**config.mk**
```make
export PLATFORM = sky130hd
export DESIGN_NAME = regfile_debug_top
export DESIGN_NICKNAME = d
export VERILOG_FILES = /design/src/source/cpu_pkg.sv /design/src/source/debug_pkg.sv /design/src/source/regfile_debug_top.sv /design/src/source/dump_output_stage.sv /design/src/source/dump_controller.sv /design/src/source/credit_counter.sv /design/src/source/registers_bank.sv
export SDC_FILE = /design/constraint.sdc
export NUM_CORES = 2
export LEC_CHECK = 0
export BUFFER_PORTS_ARGS = -buffer_cell sky130_fd_sc_hd__clkbuf_2
export CELL_PAD_IN_SITES_DETAIL_PLACEMENT = 1
export CELL_PAD_IN_SITES_GLOBAL_PLACEMENT = 2
export CORE_ASPECT_RATIO = 0.75
export CORE_MARGIN = 2
export CORE_UTILIZATION = 51
export DETAILED_ROUTE_END_ITERATION = 7
export PLACE_DENSITY = 0.95
export SYNTH_ARGS = -nofsm -noshare
export SYNTH_HDL_FRONTEND = slang
export SYNTH_SLANG_ARGS = --single-unit
```
**constraint.sdc**
```tcl
create_clock -name i_clock -period 4.9 [get_ports i_clock]
set_clock_uncertainty 0.2 [all_clocks]
set_input_delay 0.49 -clock i_clock [delete_from_list [all_inputs] [get_ports i_clock]]
set_output_delay 0.49 -clock i_clock [all_outputs]
set_load 0.03 [all_outputs]
```
**src/source/cpu_pkg.sv**
```systemverilog
`default_nettype none

package cpu_pkg;

    // width of one architectural register
    localparam int NB_DATA = 32;

    // enough bits to name every register
    localparam int NB_ADDR = 5;

    // full bank, register 0 included
    localparam int BANK_DEPTH = 32;

    typedef logic [NB_DATA-1:0] reg_data_t;

    typedef logic [NB_ADDR-1:0] reg_addr_t;

    // request coming back from write-back
    // write flag, then target register, then payload
    typedef struct packed {
        logic      write;
        reg_addr_t addr;
        reg_data_t data;
    } wb_req_t;

endpackage

`default_nettype wire
```
**src/source/debug_pkg.sv**
```systemverilog
`default_nettype none

package debug_pkg;

    // dump words carry register indexes and data
    import cpu_pkg::*;

    // receiver buffer depth, also the credits held out of reset
    localparam int DUMP_CREDITS = 4;

    // count runs 0..DUMP_CREDITS inclusive
    localparam int CREDIT_BITS = 3;

    // one word on the debug link
    // last marks the final register of a dump
    typedef struct packed {
        reg_addr_t index;
        reg_data_t data;
        logic      last;
    } dump_word_t;

    // idle waits for a request, dump walks the bank,
    // drain covers the cycle the final word is on the link
    typedef enum logic [1:0] {
        ST_IDLE  = 2'd0,
        ST_DUMP  = 2'd1,
        ST_DRAIN = 2'd2
    } dump_state_t;

endpackage

`default_nettype wire

```
**src/source/regfile_debug_top.sv**
```systemverilog
`default_nettype none

module regfile_debug_top
    import cpu_pkg::*;
    import debug_pkg::*;
(
    input  wire logic      i_clock,
    input  wire logic      i_reset,
    input  wire wb_req_t   i_wb,
    input  wire reg_addr_t i_read_reg_a,
    input  wire reg_addr_t i_read_reg_b,
    input  wire logic      i_dump_request,
    input  wire logic      i_credit_return,
    output reg_data_t      o_data_a,
    output reg_data_t      o_data_b,
    output logic           o_dump_valid,
    output dump_word_t     o_dump,
    output logic           o_stall
);

    logic      stall;
    logic      issue;
    reg_addr_t dump_index;
    logic      dump_last;
    logic      credit_available;

    // bank runs normally unless a dump holds the pipeline
    registers_bank u_bank (
        .i_clock         (i_clock),
        .i_reset         (i_reset),
        .i_enable        (!stall),
        .i_wb            (i_wb),
        .i_read_reg_a    (i_read_reg_a),
        .i_read_reg_b    (i_read_reg_b),
        .i_debug_read    (issue),
        .i_debug_address (dump_index),
        .o_data_a        (o_data_a),
        .o_data_b        (o_data_b)
    );

    dump_controller u_ctrl (
        .i_clock            (i_clock),
        .i_reset            (i_reset),
        .i_dump_request     (i_dump_request),
        .i_credit_available (credit_available),
        .o_stall            (stall),
        .o_issue            (issue),
        .o_index            (dump_index),
        .o_last             (dump_last)
    );

    // credit taken at issue, not at presentation
    credit_counter u_credits (
        .i_clock     (i_clock),
        .i_reset     (i_reset),
        .i_take      (issue),
        .i_return    (i_credit_return),
        .o_available (credit_available)
    );

    dump_output_stage u_out (
        .i_clock      (i_clock),
        .i_reset      (i_reset),
        .i_issue      (issue),
        .i_index      (dump_index),
        .i_last       (dump_last),
        .i_data       (o_data_a),
        .o_dump_valid (o_dump_valid),
        .o_dump       (o_dump)
    );

    assign o_stall = stall;

endmodule

`default_nettype wire

```
**src/source/dump_output_stage.sv**
```systemverilog
`default_nettype none

module dump_output_stage
    import cpu_pkg::*;
    import debug_pkg::*;
(
    input  wire logic      i_clock,
    input  wire logic      i_reset,
    input  wire logic      i_issue,
    input  wire reg_addr_t i_index,
    input  wire logic      i_last,
    // bank port a, one cycle behind the issue
    input  wire reg_data_t i_data,
    output logic           o_dump_valid,
    output dump_word_t     o_dump
);

    logic      valid_q;
    reg_addr_t index_q;
    logic      last_q;

    // control side of the word
    always_ff @(posedge i_clock) begin
        if (i_reset) begin
            valid_q <= 1'b0;
        end else begin
            valid_q <= i_issue;
        end
    end

    // tag travels alongside the read
    always_ff @(posedge i_clock) begin
        index_q <= i_index;
        last_q  <= i_last;
    end

    assign o_dump_valid = valid_q;

    // data comes straight from the bank register
    assign o_dump.index = index_q;
    assign o_dump.data  = i_data;
    assign o_dump.last  = last_q;

endmodule

`default_nettype wire

```
**src/source/dump_controller.sv**
```systemverilog
`default_nettype none

module dump_controller
    import cpu_pkg::*;
    import debug_pkg::*;
(
    input  wire logic i_clock,
    input  wire logic i_reset,
    // one-cycle pulse, ignored unless idle
    input  wire logic i_dump_request,
    input  wire logic i_credit_available,
    output logic      o_stall,
    // one bank read this cycle
    output logic      o_issue,
    output reg_addr_t o_index,
    // index is the final register
    output logic      o_last
);

    localparam reg_addr_t LAST_INDEX = reg_addr_t'(BANK_DEPTH - 1);

    dump_state_t state_q;
    dump_state_t state_d;
    reg_addr_t   index_q;
    reg_addr_t   index_d;

    logic at_last;

    assign at_last = (index_q == LAST_INDEX);

    // reads go out only against a credit
    assign o_issue = (state_q == ST_DUMP) && i_credit_available;

    always_comb begin
        state_d = state_q;
        index_d = index_q;
        case (state_q)
            ST_IDLE: begin
                if (i_dump_request) begin
                    // every dump starts at register 0
                    state_d = ST_DUMP;
                    index_d = '0;
                end
            end
            ST_DUMP: begin
                // no credit means index holds
                if (o_issue) begin
                    if (at_last) begin
                        state_d = ST_DRAIN;
                    end else begin
                        index_d = index_q + 1'b1;
                    end
                end
            end
            ST_DRAIN: begin
                // final word is on the link this cycle
                state_d = ST_IDLE;
            end
            default: begin
                state_d = ST_IDLE;
            end
        endcase
    end

    always_ff @(posedge i_clock) begin
        if (i_reset) begin
            state_q <= ST_IDLE;
            index_q <= '0;
        end else begin
            state_q <= state_d;
            index_q <= index_d;
        end
    end

    // pipeline held for the whole walk plus drain
    assign o_stall = (state_q != ST_IDLE);
    assign o_index = index_q;
    assign o_last  = at_last;

    // an issued read lands while the pipeline is still held
    a_issue_in_dump : assert property (
        @(posedge i_clock) disable iff (i_reset)
        o_issue |-> (state_q == ST_DUMP) ##1 o_stall
    );

endmodule

`default_nettype wire

```
**src/source/credit_counter.sv**
```systemverilog
`default_nettype none

module credit_counter
    import debug_pkg::*;
(
    input  wire logic i_clock,
    input  wire logic i_reset,
    // read issued, one word now owed to the receiver
    input  wire logic i_take,
    // receiver freed a buffer slot
    input  wire logic i_return,
    output logic      o_available
);

    logic [CREDIT_BITS-1:0] count_q;
    logic [CREDIT_BITS-1:0] count_d;

    // take and return may land together
    always_comb begin
        case ({i_return, i_take})
            2'b10:   count_d = count_q + 1'b1;
            2'b01:   count_d = count_q - 1'b1;
            default: count_d = count_q;
        endcase
    end

    always_ff @(posedge i_clock) begin
        if (i_reset) begin
            // receiver buffer starts empty
            count_q <= CREDIT_BITS'(DUMP_CREDITS);
        end else begin
            count_q <= count_d;
        end
    end

    // words in flight already hold their credit
    assign o_available = (count_q != '0);

    // controller must only issue against a credit
    a_no_take_empty : assert property (
        @(posedge i_clock) disable iff (i_reset)
        i_take |-> (count_q != '0)
    );

    // receiver never returns more than it was sent
    a_no_overflow : assert property (
        @(posedge i_clock) disable iff (i_reset)
        (i_return && !i_take) |-> (count_q < CREDIT_BITS'(DUMP_CREDITS))
    );

endmodule

`default_nettype wire

```
**src/source/registers_bank.sv**
```systemverilog
`default_nettype none

module registers_bank
    import cpu_pkg::*;
(
    input  wire logic      i_clock,
    input  wire logic      i_reset,
    // low while the pipeline is stalled
    input  wire logic      i_enable,
    input  wire wb_req_t   i_wb,
    input  wire reg_addr_t i_read_reg_a,
    input  wire reg_addr_t i_read_reg_b,
    // debug read, only looked at while disabled
    input  wire logic      i_debug_read,
    input  wire reg_addr_t i_debug_address,
    output reg_data_t      o_data_a,
    output reg_data_t      o_data_b
);

    reg_data_t registers [BANK_DEPTH];

    // register 0 is hardwired, a write to it goes nowhere
    logic wb_valid;
    // same-cycle write hits a read address
    logic fwd_a;
    logic fwd_b;

    assign wb_valid = i_wb.write && (i_wb.addr != '0);
    assign fwd_a    = wb_valid && (i_wb.addr == i_read_reg_a);
    assign fwd_b    = wb_valid && (i_wb.addr == i_read_reg_b);

    always_ff @(posedge i_clock) begin
        if (i_reset) begin
            // whole bank cleared
            for (int i = 0; i < BANK_DEPTH; i++) begin
                registers[i] <= '0;
            end
            o_data_a <= '0;
            o_data_b <= '0;
        end else if (i_enable) begin
            if (wb_valid) begin
                registers[i_wb.addr] <= i_wb.data;
            end
            // new data goes straight to the read port
            // so the pipeline sees it a cycle early
            if (fwd_a) begin
                o_data_a <= i_wb.data;
            end else begin
                o_data_a <= registers[i_read_reg_a];
            end
            if (fwd_b) begin
                o_data_b <= i_wb.data;
            end else begin
                o_data_b <= registers[i_read_reg_b];
            end
        end else if (i_debug_read) begin
            // dump path shares port a
            // port b keeps its last value while stalled
            o_data_a <= registers[i_debug_address];
        end
    end

    // dump reads only come in while the pipeline is held
    a_debug_only_stalled : assert property (
        @(posedge i_clock) disable iff (i_reset)
        i_enable |-> !i_debug_read
    );

    // zero register reads back as zero on either port
    a_reg0_zero_a : assert property (
        @(posedge i_clock) disable iff (i_reset)
        (i_enable && (i_read_reg_a == '0)) |=> (o_data_a == '0)
    );

    a_reg0_zero_b : assert property (
        @(posedge i_clock) disable iff (i_reset)
        (i_enable && (i_read_reg_b == '0)) |=> (o_data_b == '0)
    );

endmodule

`default_nettype wire

```
==> impl_metrics.toml <==
[global_routing]
grt_usage_pct = 40.23
grt_max_degree = 94
met3_usage_pct = 14.83
grt_use_met2_pct = 58.59
top_usage_layer = "met2"
grt_antenna_before_repair = 35
grt_overflow_total = 0
use_met1_pct = 50.99
first_global_vias = 48850
grt_pass1_wl_um = 369400

[worst_setup_path]
critPathArrivalTime_ns = 4.15
r2r_cells = 8
timing.rr.end = "u_bank.registers[1][1]"
worst-setup-path-type = "reg -> reg"
crit_path_max_fanout = 18
startpoint_type = "register"
r2r-start = "u_ctrl.state_q[0]"
required_ns = 5.17
endpoint_kind = "register"
r2r_slack_ns = 1.01

[logic_synthesis]
synthFlopType = "edfxtp_1"
synth.top_cells.by_count = "1024 x edfxtp_1, 995 x and2_1, 773 x mux4_2, 276 x clkbuf_1, 199 x mux2i_1"
ys_ff_latch = 1110
yosysWarnings = 0
synth.area.top_cells = "edfxtp_1 47%, mux4_2 26%, and2_1 9.5%, mux2i_1 3.0%, dfxtp_1 2.6%"
synthAdderAreaFrac_pct = 0.08747
synth_cell_types = 55
synth_top_family_by_area = "multiplexers"
synth_compound_area_share_pct = 4.522
yosysTopAreaCell = "edfxtp_1"
muxShareOfSynthArea_pct = 29.48
syn_avg_cell_area_um2 = 14.86
synth_edf_count = 1024
synthMostInstantiatedCell = "edfxtp_1"
synth-xor-area-share_pct = 0.1863
synthSimpleGateAreaFrac_pct = 12.32
synth_cells = 4427
yosysTopAreaCellShare_pct = 46.73
synthArstFlopShare_pct = 0
syn-cell-area_um2 = 65800
synth_seq_area_share_pct = 49.35

[finish]
final_nets = 4410
drive_above_1_share_pct = 30.34
area_delta_synth_final_pct = 9.355
utilization_pct = 55.99

[clock_network]
clk_pin_slew_worst_paths_ns = 0.07
cts_setup_buffers = 0
h-tree-depth = 3
insertion_delay_ns = 0.78
root_buffer = "clkbuf_16"
clk_path_buf_depth = 3
cts_made_buffers = 111
cts_sinks = 1110
cts_tree = "done"

[timing]
finalCritPeriodShare_pct = 79.34
final.min_clock_period_ns = 3.888
fin_hold_ws_ns = 0.07300
fin_tns_setup_ns = 0
worst_pin_slew_ns = 1.404
drv_slew = 0
rsz0062_at_grt = "no"
clock.fmax_mhz = 257.2
finalHoldViolCount = 0
slew_headroom_pct = 6.061
setup_violations = 0

[placement]
dp_hpwl_um = 159100
port_buffers = 155
gp_congestion = 0.9225

[floorplanning]
die_x_um = 418.8
start_util_pct = 51.20
die_h_um = 315.1
num_rows = 114
pin_count = 156
die_area_um2 = 131900
core_area_um2 = 128500

[power]
cellLeakagePower_nw = 24.95
p_per_area_nw_per_um2 = 333.9
irDropWorstVdd_v = 0.0003262

[routing]
wirelength_um = 264800
ant_nets = 0
vias = 48190
drc = 0
via_per_inst = 7.762
drt_iter0_markers = 9012
wl_per_cell_um = 42.65
first_pass_iters = 6

[job]
max-cap-violations = 0

[min_path]
min-delay-start = "i_credit_return"
hold_path.class = "in -> reg"
hold_path_depth = 5
hold_end = "u_credits.count_q[1]"

[outcome]
outcome = "finished clean"
## per-stage QoR
stage               setup slack [ns]  power, mW  cells  cell area (µm²)
global placement               1.333      14.64   5980            68100
finish                         1.012      24.03   6209            71960
detailed placement             1.194      14.80   5980            68100
floorplan                      2.174      13.53   4458            65920
CTS                            1.193      23.87   6189            71910
global route                  0.9859      24.41   6201            71940
## kinds of logic after synthesis
kind of cell,Yosys count
simple gates,1380
buf+inv,532
fa+ha+maj,4
flops,1110
other cells,1
xor+xnor,14
compound gates,414
mux,972
## report_power, final
group          total (mW)  switching [mW]  internal [mW]
sequential           11.2           0.450           10.8
clock                9.26            3.99           5.26
combinational        3.56            2.18           1.38
total                24.0            6.62           17.4
## state kept, by name (all words and copies together), names as in the netlist, named ones only
signal and count:
u_out.o_dump_valid 1, u_bank.o_data_b 32, u_out.last_q 1, u_ctrl.o_index 5
u_bank.registers 1024, u_ctrl.state_q 2, u_bank.o_data_a 32, u_out.index_q 5
u_credits.count_q 3
## final cells by class
type,count,area [µm²]
Sequential cell,1110,32480
Fill cell,11920,56560
Tap cell,1740,2177
Timing Repair Buffer,307,2344
Clock inverter,51,685.7
Antenna cell,20,50.05
Multi-Input combinational cell,2816,31080
Inverter,8,30.03
Clock buffer,157,3113
## layout by cell type (no fill, tap or decap), types with 13 or more instances in the layout
cell	count
a211o_1	18
a211oi_1	36
a21oi_1	35
a22oi_1	70
a311oi_1	23
and2_1	994
buf_12	29
buf_4	122
bufinv_16	16
clkbuf_1	32
clkbuf_16	113
clkbuf_2	148
clkbuf_8	13
clkinv_2	14
conb_1	32
dfxtp_1	83
diode_2	20
edfxtp_1	1024
mux2i_1	199
mux4_2	773
nand2_1	85
nand3_1	48
nand3b_1	14
nand4_1	25
nor2_1	90
nor2_4	34
nor4_1	18
o21ai_0	14
o22ai_1	151
or2_2	31
xor2_1	14
## layer usage
| layer | vias up | share of wire, % |
|---|---|---|
| met1 | 24560 | 33 |
| met5 | - | 0.026 |
| met3 | 1140 | 17 |
| met2 | 5145 | 43 |
| li1 | 17340 | - |
| met4 | 12 | 7.5 |
## what timing repair did
item	4_1_cts	5_1_grt
resized for setup	0	0
hold endpoints to repair	5	0
hold buffers	1	0
## worst max-delay path by stage
stage	slack (ns)	start	depth (start not counted)	endpoint
final	1.01	u_ctrl.state_q[0]	8	u_bank.registers[1][1]
after global routing	0.99	u_ctrl.state_q[0]	8	u_bank.registers[1][1]
after CTS	1.19	u_ctrl.state_q[0]	8	u_bank.registers[1][1]
after detailed placement	1.19	i_reset	7	u_bank.registers[1][16]
after global placement	1.33	i_reset	7	u_bank.registers[5][15]
after floorplan	2.17	u_ctrl.state_q[0]	11	u_credits.count_q[2]
## worst max-delay path: stages (launching register included)
cell,delay (ns)
dfxtp_1,0.41
nor2_4,0.36
inv_2,0.09
nor2_2,0.29
nand4b_1,0.42
buf_4,0.35
nor2_4,0.13
or2_2,0.92
buf_4,0.38
(Power assumes the default switching activity.)
